--- src/include/extract_consts.svh ---
// Width constants for the instruction extract stage, included by the package, the RTL and the testbench
`ifndef EXTRACT_CONSTS_SVH
`define EXTRACT_CONSTS_SVH

// Instruction-cache line as delivered by the fetch unit
`define EXT_LINE_W 512

// One instruction is five bytes wide
`define EXT_INS_W 40

// Byte address width of the fetch and slot PCs
`define EXT_PC_W 32

// Architectural register number
`define EXT_REG_W 6

// Micro-code instruction pointer
`define EXT_MIP_W 12

// Instructions extracted per cycle
`define EXT_SLOTS 4

`endif
--- src/logic/extract_pkg.sv ---
// Shared types of the extract stage, referenced by scoped name from every RTL file
`include "extract_consts.svh"

package extract_pkg;

	// Major opcodes seen by the extract stage
	// NOP must stay at zero so that an all-zero instruction decodes as NOP
	typedef enum logic [6:0]
	{
		OP_NOP   = 7'h00,
		OP_CHK   = 7'h01,
		OP_BSR   = 7'h02,
		OP_ADD   = 7'h04,
		OP_SUB   = 7'h05,
		OP_AND   = 7'h08,
		OP_OR    = 7'h09,
		OP_LOAD  = 7'h10,
		OP_STORE = 7'h11
	} opcode_e;

	// Five-byte instruction with the opcode in the low bits
	// BSR reuses bits 39 to 10 as a signed byte displacement
	typedef struct packed
	{
		logic [`EXT_INS_W-8-4*`EXT_REG_W:0] imm;
		logic [`EXT_REG_W-1:0] rc;
		logic [`EXT_REG_W-1:0] rb;
		logic [`EXT_REG_W-1:0] ra;
		logic [`EXT_REG_W-1:0] rt;
		opcode_e opcode;
	} instruction_t;

	typedef logic [`EXT_PC_W-1:0] pc_t;

	typedef logic [`EXT_MIP_W-1:0] mip_t;

	// One registered slot as handed on to decode
	// The dead flag marks a slot that was turned into a NOP
	typedef struct packed
	{
		instruction_t ins;
		pc_t pc;
		logic [`EXT_REG_W-1:0] aRt;
		logic [`EXT_REG_W-1:0] aRa;
		logic [`EXT_REG_W-1:0] aRb;
		logic [`EXT_REG_W-1:0] aRc;
		logic dead;
	} slot_t;

endpackage

--- src/logic/slot_bus_if.sv ---
// Bus for one registered slot, from its slot mux to the BSR detector and the top level
`timescale 1ns/10ps

interface slot_bus_if;

	// Registered slot and its micro-code pointer, driven by the slot mux
	extract_pkg::slot_t slot;
	extract_pkg::mip_t mcip;

	// Per-slot BSR hit and target, filled in by the detector
	logic do_bsr;
	extract_pkg::pc_t bsr_tgt;

	// Slot mux side
	modport source
	(
		output slot,
		output mcip
	);

	// BSR detector side
	modport detect
	(
		input  slot,
		output do_bsr,
		output bsr_tgt
	);

	// Consumer of the registered slot
	modport sink
	(
		input slot,
		input mcip
	);

endinterface

--- src/logic/ins_extract_top.sv ---
// Top level of the four-wide instruction extract stage, instantiated by the front end
`timescale 1ns/10ps
`include "extract_consts.svh"

module ins_extract_top
(
	input  logic clk,
	input  logic rst_i,
	input  logic en_i,
	input  logic nop_i,
	input  logic irq_req_i,
	input  logic [2:0] irq_lvl_i,
	input  logic [7:0] irq_vect_i,
	input  logic mipv_i,
	input  extract_pkg::mip_t mip_i,
	input  extract_pkg::instruction_t mc_ins0_i,
	input  extract_pkg::instruction_t mc_ins1_i,
	input  extract_pkg::instruction_t mc_ins2_i,
	input  extract_pkg::instruction_t mc_ins3_i,
	input  logic [`EXT_LINE_W-1:0] line_i,
	input  extract_pkg::pc_t pc_i,
	input  logic branch_miss_i,
	input  extract_pkg::pc_t miss_pc_i,
	output extract_pkg::instruction_t ins0_o,
	output extract_pkg::instruction_t ins1_o,
	output extract_pkg::instruction_t ins2_o,
	output extract_pkg::instruction_t ins3_o,
	output extract_pkg::pc_t pc0_o,
	output extract_pkg::pc_t pc1_o,
	output extract_pkg::pc_t pc2_o,
	output extract_pkg::pc_t pc3_o,
	output logic [`EXT_REG_W-1:0] rt0_o,
	output logic [`EXT_REG_W-1:0] rt1_o,
	output logic [`EXT_REG_W-1:0] rt2_o,
	output logic [`EXT_REG_W-1:0] rt3_o,
	output logic [`EXT_REG_W-1:0] ra0_o,
	output logic [`EXT_REG_W-1:0] ra1_o,
	output logic [`EXT_REG_W-1:0] ra2_o,
	output logic [`EXT_REG_W-1:0] ra3_o,
	output logic dead0_o,
	output logic dead1_o,
	output logic dead2_o,
	output logic dead3_o,
	output extract_pkg::mip_t mcip0_o,
	output extract_pkg::mip_t mcip1_o,
	output extract_pkg::mip_t mcip2_o,
	output extract_pkg::mip_t mcip3_o,
	output logic nop_o,
	output logic do_bsr_o,
	output extract_pkg::pc_t bsr_tgt_o
);

	extract_pkg::instruction_t raw [0:`EXT_SLOTS-1];
	extract_pkg::pc_t slot_pc [0:`EXT_SLOTS-1];
	extract_pkg::instruction_t mc_ins [0:`EXT_SLOTS-1];

	slot_bus_if sb [0:`EXT_SLOTS-1] ();

	assign mc_ins[0] = mc_ins0_i;
	assign mc_ins[1] = mc_ins1_i;
	assign mc_ins[2] = mc_ins2_i;
	assign mc_ins[3] = mc_ins3_i;

	// ===================================================================
	// Align, select and register
	// ===================================================================

	line_aligner i_aligner
	(
		.line_i (line_i),
		.pc_i   (pc_i),
		.raw_o  (raw),
		.pc_o   (slot_pc)
	);

	generate
		for (genvar k = 0; k < `EXT_SLOTS; k++)
		begin : g_slot
			slot_mux #(.SLOT_IDX(k)) i_mux
			(
				.clk           (clk),
				.rst_i         (rst_i),
				.en_i          (en_i),
				.nop_i         (nop_i),
				.irq_req_i     (irq_req_i),
				.irq_lvl_i     (irq_lvl_i),
				.irq_vect_i    (irq_vect_i),
				.mipv_i        (mipv_i),
				.mip_i         (mip_i),
				.mc_ins_i      (mc_ins[k]),
				.raw_i         (raw[k]),
				.pc_i          (slot_pc[k]),
				.branch_miss_i (branch_miss_i),
				.miss_pc_i     (miss_pc_i),
				.bus           (sb[k])
			);
		end
	endgenerate

	// BSR search works on the registered slots
	bsr_detect i_bsr
	(
		.s0        (sb[0]),
		.s1        (sb[1]),
		.s2        (sb[2]),
		.s3        (sb[3]),
		.do_bsr_o  (do_bsr_o),
		.bsr_tgt_o (bsr_tgt_o)
	);

	// ===================================================================
	// Flattened slot outputs
	// ===================================================================

	assign ins0_o = sb[0].slot.ins;
	assign ins1_o = sb[1].slot.ins;
	assign ins2_o = sb[2].slot.ins;
	assign ins3_o = sb[3].slot.ins;
	assign pc0_o = sb[0].slot.pc;
	assign pc1_o = sb[1].slot.pc;
	assign pc2_o = sb[2].slot.pc;
	assign pc3_o = sb[3].slot.pc;
	assign rt0_o = sb[0].slot.aRt;
	assign rt1_o = sb[1].slot.aRt;
	assign rt2_o = sb[2].slot.aRt;
	assign rt3_o = sb[3].slot.aRt;
	assign ra0_o = sb[0].slot.aRa;
	assign ra1_o = sb[1].slot.aRa;
	assign ra2_o = sb[2].slot.aRa;
	assign ra3_o = sb[3].slot.aRa;
	assign dead0_o = sb[0].slot.dead;
	assign dead1_o = sb[1].slot.dead;
	assign dead2_o = sb[2].slot.dead;
	assign dead3_o = sb[3].slot.dead;
	assign mcip0_o = sb[0].mcip;
	assign mcip1_o = sb[1].mcip;
	assign mcip2_o = sb[2].mcip;
	assign mcip3_o = sb[3].mcip;

	// The whole group is a NOP only when every slot was killed
	assign nop_o = dead0_o & dead1_o & dead2_o & dead3_o;

endmodule

--- src/logic/bsr_detect.sv ---
// Finds the first branch-to-subroutine among the registered slots and computes its target
`timescale 1ns/10ps
`include "extract_consts.svh"

module bsr_detect
(
	slot_bus_if.detect s0,
	slot_bus_if.detect s1,
	slot_bus_if.detect s2,
	slot_bus_if.detect s3,
	output logic do_bsr_o,
	output extract_pkg::pc_t bsr_tgt_o
);

	// The BSR displacement fills the instruction above this bit
	localparam int DISP_LSB = 10;
	localparam int DISP_W = `EXT_INS_W - DISP_LSB;
	localparam int INS_BYTES = `EXT_INS_W / 8;

	// Slot PC plus the sign-extended byte displacement
	function automatic extract_pkg::pc_t bsr_target(input extract_pkg::slot_t s);
		extract_pkg::pc_t disp;
		disp = {{(`EXT_PC_W-DISP_W){s.ins[`EXT_INS_W-1]}}, s.ins[`EXT_INS_W-1:DISP_LSB]};
		return s.pc + disp;
	endfunction

	// Each slot gets its own hit flag and target
	assign s0.do_bsr = s0.slot.ins.opcode == extract_pkg::OP_BSR;
	assign s1.do_bsr = s1.slot.ins.opcode == extract_pkg::OP_BSR;
	assign s2.do_bsr = s2.slot.ins.opcode == extract_pkg::OP_BSR;
	assign s3.do_bsr = s3.slot.ins.opcode == extract_pkg::OP_BSR;

	assign s0.bsr_tgt = bsr_target(s0.slot);
	assign s1.bsr_tgt = bsr_target(s1.slot);
	assign s2.bsr_tgt = bsr_target(s2.slot);
	assign s3.bsr_tgt = bsr_target(s3.slot);

	assign do_bsr_o = s0.do_bsr | s1.do_bsr | s2.do_bsr | s3.do_bsr;

	// The lowest slot wins, the later slots are skipped by the branch
	// Without a BSR the target is the fall-through PC after slot 3
	always_comb
	begin
		if (s0.do_bsr)
			bsr_tgt_o = s0.bsr_tgt;
		else if (s1.do_bsr)
			bsr_tgt_o = s1.bsr_tgt;
		else if (s2.do_bsr)
			bsr_tgt_o = s2.bsr_tgt;
		else if (s3.do_bsr)
			bsr_tgt_o = s3.bsr_tgt;
		else
			bsr_tgt_o = s3.slot.pc + extract_pkg::pc_t'(INS_BYTES);
	end

endmodule

--- src/logic/slot_mux.sv ---
// Per-slot source select and slot register, instantiated once per slot by the extract top level
`timescale 1ns/10ps
`include "extract_consts.svh"

module slot_mux
#(
	parameter int SLOT_IDX = 0
)
(
	input  logic clk,
	input  logic rst_i,
	input  logic en_i,
	input  logic nop_i,
	input  logic irq_req_i,
	input  logic [2:0] irq_lvl_i,
	input  logic [7:0] irq_vect_i,
	input  logic mipv_i,
	input  extract_pkg::mip_t mip_i,
	input  extract_pkg::instruction_t mc_ins_i,
	input  extract_pkg::instruction_t raw_i,
	input  extract_pkg::pc_t pc_i,
	input  logic branch_miss_i,
	input  extract_pkg::pc_t miss_pc_i,
	slot_bus_if.source bus
);

	extract_pkg::instruction_t chk_ins;
	extract_pkg::instruction_t sel_ins;
	extract_pkg::slot_t slot_nxt;
	extract_pkg::mip_t mcip_nxt;
	logic kill;
	logic sel_dead;

	// ===================================================================
	// Source select
	// ===================================================================

	// CHK carries the interrupt level in the low bits of Rt and the vector
	// in the top byte of the instruction
	always_comb
	begin
		chk_ins = '0;
		chk_ins.opcode = extract_pkg::OP_CHK;
		chk_ins.rt = {{(`EXT_REG_W-3){1'b0}}, irq_lvl_i};
		chk_ins.imm = {irq_vect_i, 1'b0};
	end

	// A branch miss leaves every slot before the miss PC dead
	assign kill = nop_i || (branch_miss_i && (miss_pc_i > pc_i));

	// An interrupt is held off while micro-code is running
	always_comb
	begin
		sel_ins = raw_i;
		sel_dead = 1'b0;
		if (irq_req_i && !mipv_i)
			sel_ins = chk_ins;
		else if (mipv_i)
			sel_ins = mc_ins_i;
		else if (kill)
		begin
			sel_ins = '0;
			sel_dead = 1'b1;
		end
	end

	// Register fields follow whichever instruction was picked
	always_comb
	begin
		slot_nxt.ins = sel_ins;
		slot_nxt.pc = pc_i;
		slot_nxt.aRt = sel_ins.rt;
		slot_nxt.aRa = sel_ins.ra;
		slot_nxt.aRb = sel_ins.rb;
		slot_nxt.aRc = sel_ins.rc;
		slot_nxt.dead = sel_dead;
	end

	// Slots past the first step through the micro-code words by ORing in their index
	// A zero pointer means no micro-code and stays zero
	always_comb
	begin
		if (SLOT_IDX == 0 || mip_i == '0)
			mcip_nxt = mip_i;
		else
			mcip_nxt = mip_i | extract_pkg::mip_t'(SLOT_IDX);
	end

	// ===================================================================
	// Slot register
	// ===================================================================

	// Out of reset the slot is a dead NOP at PC zero
	always_ff @(posedge clk)
	begin
		if (rst_i)
		begin
			bus.slot <= '0;
			bus.slot.dead <= 1'b1;
			bus.mcip <= '0;
		end
		else if (en_i)
		begin
			bus.slot <= slot_nxt;
			bus.mcip <= mcip_nxt;
		end
	end

endmodule

--- src/logic/line_aligner.sv ---
// Aligns a fetched cache line to the fetch PC and splits it into the raw slot instructions
`timescale 1ns/10ps
`include "extract_consts.svh"

module line_aligner
(
	input  logic [`EXT_LINE_W-1:0] line_i,
	input  extract_pkg::pc_t pc_i,
	output extract_pkg::instruction_t raw_o [0:`EXT_SLOTS-1],
	output extract_pkg::pc_t pc_o [0:`EXT_SLOTS-1]
);

	// Number of PC bits that address a byte within the line
	localparam int OFS_W = $clog2(`EXT_LINE_W / 8);

	// Every instruction has the same size, so slot PCs step by a constant
	localparam int INS_BYTES = `EXT_INS_W / 8;

	logic [OFS_W-1:0] byte_ofs;
	logic [`EXT_LINE_W-1:0] line_al;

	assign byte_ofs = pc_i[OFS_W-1:0];

	// Shift by whole bytes so that the byte the PC points to lands at bit zero
	// Bytes past the end of the line come in as zero
	assign line_al = line_i >> {byte_ofs, 3'd0};

	// ===================================================================
	// Slot split
	// ===================================================================

	generate
		for (genvar k = 0; k < `EXT_SLOTS; k++)
		begin : g_slot
			// Slot k sits k instructions past the PC
			assign raw_o[k] = line_al[k*`EXT_INS_W +: `EXT_INS_W];
			assign pc_o[k] = pc_i + extract_pkg::pc_t'(k * INS_BYTES);
		end
	endgenerate

endmodule

--- config.mk ---
export PLATFORM = sky130hd
export DESIGN_NAME = ins_extract_top
export DESIGN_NICKNAME = d
export VERILOG_FILES = /design/src/logic/extract_pkg.sv /design/src/logic/slot_bus_if.sv /design/src/logic/ins_extract_top.sv /design/src/logic/bsr_detect.sv /design/src/logic/slot_mux.sv /design/src/logic/line_aligner.sv
export VERILOG_INCLUDE_DIRS = /design/src /design/src/include
export SDC_FILE = /design/constraint.sdc
export NUM_CORES = 2
export LEC_CHECK = 0
export BUFFER_PORTS_ARGS = -buffer_cell sky130_fd_sc_hd__buf_4
export CORE_AREA = 2 2 457 459
export DETAILED_ROUTE_END_ITERATION = 10
export DIE_AREA = 0 0 459 461
export GPL_TIMING_DRIVEN = 0
export PLACE_DENSITY_LB_ADDON = 0.08
export SLEW_MARGIN = 15
export SYNTH_ARGS = -nofsm -noshare
export SYNTH_HDL_FRONTEND = slang
export SYNTH_SLANG_ARGS = --single-unit
export TNS_END_PERCENT = 100
--- constraint.sdc ---
create_clock -name clk -period 6.8 [get_ports clk]
set_input_delay 0.34 -clock clk [delete_from_list [all_inputs] [get_ports clk]]
set_output_delay 0.34 -clock clk [all_outputs]
set_load 0.05 [all_outputs]
# Word level (Yosys, flattened, before mapping)
# Index checks and enable logic that the tools add are counted.
# classes
eq_ne,4
n_addsub,8
n_shift,1
n_bitwise,6
order_cmp,4
n_reduce_logical,11
n_mux,31
# op_table
cell,count
>> shifter 512 x 9 -> 160 bit,1
two-way mux 40 bit,12
adder 32 bit,4
greater-than comparator 32 bit,4
two-way mux 32 bit,4
"adder 32 x 3 -> 32 bit, second input constant",2
"adder 32 x 4 -> 32 bit, second input constant",2
"== test 7 x 2 -> 1 bit, second input constant",4
two-way mux 1 bit,13
logical NOT 12 bit,1
logical AND 1 bit,5
logical OR 1 bit,4
two-way mux 2 bit,2
bitwise AND 1 bit,3
bitwise OR 1 bit,3
logical NOT 1 bit,1
# totals
word_cells,101
ff_bits,340
in_bits,766
output_inout_bits,422

# Longest topological paths before layout
# depth
depth_word,7
depth_mapped,29
ltp_nobuf,21

# Hierarchy
# A second synthesis with hierarchy kept.
# hier_totals
hier_cells,6634
hier_area_um2,51330.5
# modules_own_cells
module,cells_per_inst,instances,area_per_inst_um2,seq_area_each_um2
line_aligner,3447,1,25727.2,0.0
slot_mux at g_slot[1].i_mux ...,497,2,4369.2,1701.6
bsr_detect,1203,1,8145.3,0.0
slot_mux at g_slot[3].i_mux,496,1,4364.2,1701.6
slot_mux at g_slot[0].i_mux,493,1,4346.7,1701.6
ins_extract_top,1,1,8.8,0.0

# Worst setup path before layout
# No wires, ideal clock.
# synth_path
path_type,in2reg
startpoint,in pc_i[2]
endpoint,reg g_slot[3].i_mux.bus.slot[89] (netlist name)
path_buffers,7
slack_ps,1247
arrival_time_ps,5468
cell_stages,28
setup_time_ps,86
required_ps,6714
cell_sequence,buf_2 > clkinv_1 > buf_2 > buf_2 > buf_1 > clkbuf_1 > ha_1 > nand2_1 > nand2_1 > o21ai_0 > nand2b_1 > or2_1 > clkbuf_1 > nor3_1 > nand2_1 > xnor2_1 > ha_1 > nand4_1 > nor2_1 > and4_1 > nand4_1 > o41ai_1 > a21oi_1 > a21oi_2 > and3_1 > buf_4 > o311ai_1 > a211oi_1
# synth_between
elab_chain_cells,7
word_cells_on_any_way,8
classes_between,add/sub: 1; order compare: 1; shift: 1; mux: 3; reduce/logical: 2
# synth_lines
element,line,text
from (decl),ins_extract_top.sv:21,"input extract_pkg::pc_t pc_i,"
adder 32 x 4 -> 32 bit,line_aligner.sv:37,assign pc_o[k] = pc_i + extract_pkg::pc_t'(k * INS_BYTES);
greater-than comparator 32 bit,slot_mux.sv:49,assign kill = nop_i || (branch_miss_i && (miss_pc_i > pc_i));
logical AND 1 bit,slot_mux.sv:49,
logical OR 1 bit,slot_mux.sv:49,
two-way mux 40 bit (*),slot_mux.sv:60,else if (kill)
two-way mux 40 bit (*),slot_mux.sv:58,else if (mipv_i)
two-way mux 40 bit (*),slot_mux.sv:56,if (irq_req_i && !mipv_i)
# Every way passes the cells marked *; elsewhere a longest branch is shown, timed or not.
# A chain may end at the register's enable or synchronous reset.

# Worst setup path after layout
# layout_path
startpoint,in pc_i[4]
endpoint,reg g_slot[0].i_mux.bus.slot[66] (netlist name)
# layout_between
elab_chain_cells,6
word_cells_on_any_way,7
classes_between,order compare: 1; shift: 1; mux: 3; reduce/logical: 2
# layout_lines
element,line
greater-than comparator 32 bit,slot_mux.sv:49
logical AND 1 bit,slot_mux.sv:49
logical OR 1 bit,slot_mux.sv:49
two-way mux 40 bit (*),slot_mux.sv:60
two-way mux 40 bit (*),slot_mux.sv:58
two-way mux 40 bit (*),slot_mux.sv:56
# Marked as above.

==> flow_metrics.env <==
export IMPL_multiInputGateArea_mm2=0.0381
export IMPL_period_minus_slack_ns=6.85
export IMPL_grt_use_total_pct=53.4
export IMPL_failed_checks="max-capacitance violations, max-slew violations, negative setup slack"
export IMPL_clkSlewWorstSetupHoldPaths_ns=0.08
export IMPL_clock_sinks=304
export IMPL_ys_ff_latch=304
export IMPL_fp_row_count=167
export IMPL_synthTopCellsByArea="mux4_2 (15%), dfxtp_1 (13%), mux2i_1 (10%)"
export IMPL_fillers=22633
export IMPL_root_buffer="clkbuf_16"
export IMPL_wl_per_cell_um=57.5
export IMPL_cap_violations=1
export IMPL_drc=0
export IMPL_port_buffers=1169
export IMPL_worst_slack_ns=-0.0525
export IMPL_cts_tree="yes"
export IMPL_synth_cells=6091
export IMPL_die_h_um=461
export IMPL_die_area_mm2=0.212
export IMPL_crit_chain="buf_2 -> clkinv_2 -> buf_2 -> clkbuf_4 -> clkbuf_2 -> clkbuf_1 -> ha_1 -> nand4_1 -> a21oi_1 -> o31a_1 -> o21ai_0 -> a31oi_1 -> nor2_1 -> nand3b_1 -> clkbuf_1 -> clkbuf_2 -> o32ai_1"
export IMPL_yosysTopAreaCellShare_pct=14.8
export IMPL_layout_drive_gt1_share_pct=28.2
export IMPL_syn_area_per_cell_um2=7.79
export IMPL_fin_crit_sh_pct=101
export IMPL_antenna_found_initial=114
export IMPL_placed_cells=9980
export IMPL_gp_congestion=1.20
export IMPL_cp_slowest_cell="clkbuf_1"
export IMPL_status="finished with violations"
export IMPL_yosysTopAreaCell="mux4_2"
export IMPL_grt_pass1_wl_um=725000
export IMPL_hpwl_um=508000
export IMPL_power_density_mw_per_mm2=187
export IMPL_hp_class="input port to flip-flop"
export IMPL_critPathLaunchType="input port"
export IMPL_crit_arrival_ns=7.37
export IMPL_cts_buffers=41
export IMPL_path_buf_inv=8
export IMPL_worstReg2RegEnd="g_slot[3].i_mux.bus.slot[87]"
export IMPL_area_growth_pct=32.4
export IMPL_timing_critical_path_to_type="flip-flop"
export IMPL_worstHoldStart="mc_ins2_i[19]"
export IMPL_setup_tns_ns=-0.345
export IMPL_grt_pass1_vias=62857
export IMPL_post_route_util_pct=30.4
export IMPL_path_max_fanout=19
export IMPL_core_area_mm2=0.206
export IMPL_chipWidth_um=459
export IMPL_async_reset_ff_share_pct=0
export IMPL_fmax_mhz=146
export IMPL_hold_depth=3
export IMPL_overflow=0
export IMPL_syn_nets=7117
export IMPL_clk_path_buf_depth=3
export IMPL_worstPathRequired_ns=7.32
export IMPL_final_common_cell="buf_4"
export IMPL_synth_area_mm2=0.0474
export IMPL_vias=68068
export IMPL_clock_latency_ns=0.63
export IMPL_reg2reg_depth=2
export IMPL_drt_total_wl_um=590000
export IMPL_dr_pass1_iters=9
export IMPL_setup_violations=14
export IMPL_slew_viol_final=3
export IMPL_crit_family="buffers and inverters"
export IMPL_finalClockSkew_ns=0
export IMPL_final_cell_mix="buf_4 (1,333), nand2_1 (813), nor2_1 (557)"
export IMPL_ys_warn_count=0
export IMPL_peakVddDrop_uv=174
export IMPL_p_leak_uw=0.0272
export IMPL_hold_slack_ns=0.0215
export IMPL_synth_seq_area_share_pct=12.8
export IMPL_preCtsSetupSlack_ns=-3.41
export IMPL_grt_max_degree=21
export IMPL_slew_limit_headroom_pct=-4.37
export IMPL_io_pins=1188
export IMPL_start_util_pct=23.0
export IMPL_regArea_mm2=0.00609
export IMPL_drt_iter0_markers=10391
export IMPL_ys_flop_type="dfxtp_1"
export IMPL_max_stage_delay_ns=0.85
export IMPL_vias_per_cell=6.64
export IMPL_fin_nets=8441
export IMPL_hold_violations=0
export IMPL_htreeDepth=2
export IMPL_r2r_start="g_slot[3].i_mux.bus.slot[87]"
export IMPL_r2r_slack_ns=5.04
export IMPL_worst_pin_slew_ns=1.55
export IMPL_hold_path_end="g_slot[2].i_mux.bus.slot[76]"
export IMPL_critPathKind="input port to flip-flop"
export IMPL_instances_no_fill=10249
export IMPL_synth_enable_flop_cells=0
export IMPL_synthDistinctLibCells=84
export IMPL_antenna_left=0
## registers in the layout, summed over array words and instances, names as in the netlist
signal	count
g_slot.i_mux.bus.mcip	14
g_slot.i_mux.bus.slot	290
## cell type report
cell class              count  share of cell area (%)
well taps                2704                    5.39
clock buffers              54                    1.87
clock inverters            22                   0.444
inverters                  86                   0.518
repair buffers           1290                    16.0
plain buffers             599                    5.04
multi-input cells        5093                    60.7
flip-flops and latches    304                    9.69
diodes                     97                   0.386
## cell usage after synthesis (all sizes together), types with 8 or more instances
library cell and instances:
nand2b 29, or3 15, nand4 51, clkbuf 249
a32oi 8, dfxtp 304, o32ai 8, inv 79
o21ai 449, nor2b 102, ha 256, nor2 561
buf 359, o22ai 35, xor2 38, o221ai 18
xnor2 146, o311ai 11, mux2i 489, a311oi 33
nor3 104, nand3 101, a221oi 53, nand2 815
a31o 17, a31oi 48, o21bai 12, o22a 22
a21o 96, a22oi 116, and2 57, o21a 28
o2111ai 9, and3 46, mux4 312, o31ai 10
o211ai 41, a211o 21, a211oi 257, mux2 95
nor4 20, a21oi 492
## worst reg2reg max path, cell delays in order (launching register included)
cell     delay (ns)
dfxtp_1        0.51
a22oi_1        0.86
o21ai_0        0.22
## per-stage QoR
| stage | total power, uW | cell area (um^2) |
|---|---|---|
| floorplan | 5090 | 47400 |
| global placement | 8780 | 59600 |
| detailed placement | 8780 | 60000 |
| CTS | 11300 | 62500 |
| global route | 11600 | 62700 |
| finish | 11700 | 62800 |
## metal layers
| metal | up-vias | track usage [%] | wire length (um) |
|---|---|---|---|
| li1 | 25564 | - | - |
| met1 | 33842 | 60.1 | 213000 |
| met3 | 2105 | 18.3 | 65000 |
| met4 | 32 | 51.4 | 69800 |
| met2 | 6525 | 78.1 | 241000 |
| met5 | - | 0 | 440 |
## kinds of logic (layout without fill, tap and decap cells)
logic type / count (synthesis) / count (layout) / share of synthesized area (%)
and+or+nand+nor: 1923 / 1923 / 17.7
xor gates and xnor gates: 184 / 184 / 3.40
muxes: 896 / 896 / 27.4
buffers and inverters: 694 / 2051 / 7.12
DFF: 304 / 304 / 12.8
AOI/OAI and AO/OA: 1830 / 1830 / 24.6
adders and majority gates: 260 / 260 / 6.92
other: 0 / 97 / 0
## how the worst max path moves through the flow
stage	from	cells past startpoint	slack (ns)	to
floorplan	pc_i[2]	28	1.25	g_slot[3].i_mux.bus.slot[89]
global placement	pc_i[2]	28	-4.01	g_slot[3].i_mux.bus.slot[63]
detailed placement	pc_i[1]	26	-3.41	g_slot[3].i_mux.bus.slot[76]
CTS	pc_i[2]	27	0.06	g_slot[3].i_mux.bus.slot[63]
global route	pc_i[2]	28	-0.004	g_slot[3].i_mux.bus.slot[94]
finish	pc_i[4]	17	-0.05	g_slot[0].i_mux.bus.slot[66]
## power breakdown
group / internal [uW] / switching (uW)
Combinational: 1950 / 5120
Sequential: 1900 / 332
Clock: 1390 / 1060
Total: 5240 / 6510
## repair_timing
action | CTS | global route
hold buffers | 97 | 0
resized for setup | 24 | 14
setup endpoints to repair | 165 | 88
pin swaps | 3 | 1
buffers inserted | 7 | 1
endpoints found under the hold margin | 97 | 0
No activity file was read; power rests on OpenSTA's default activity.
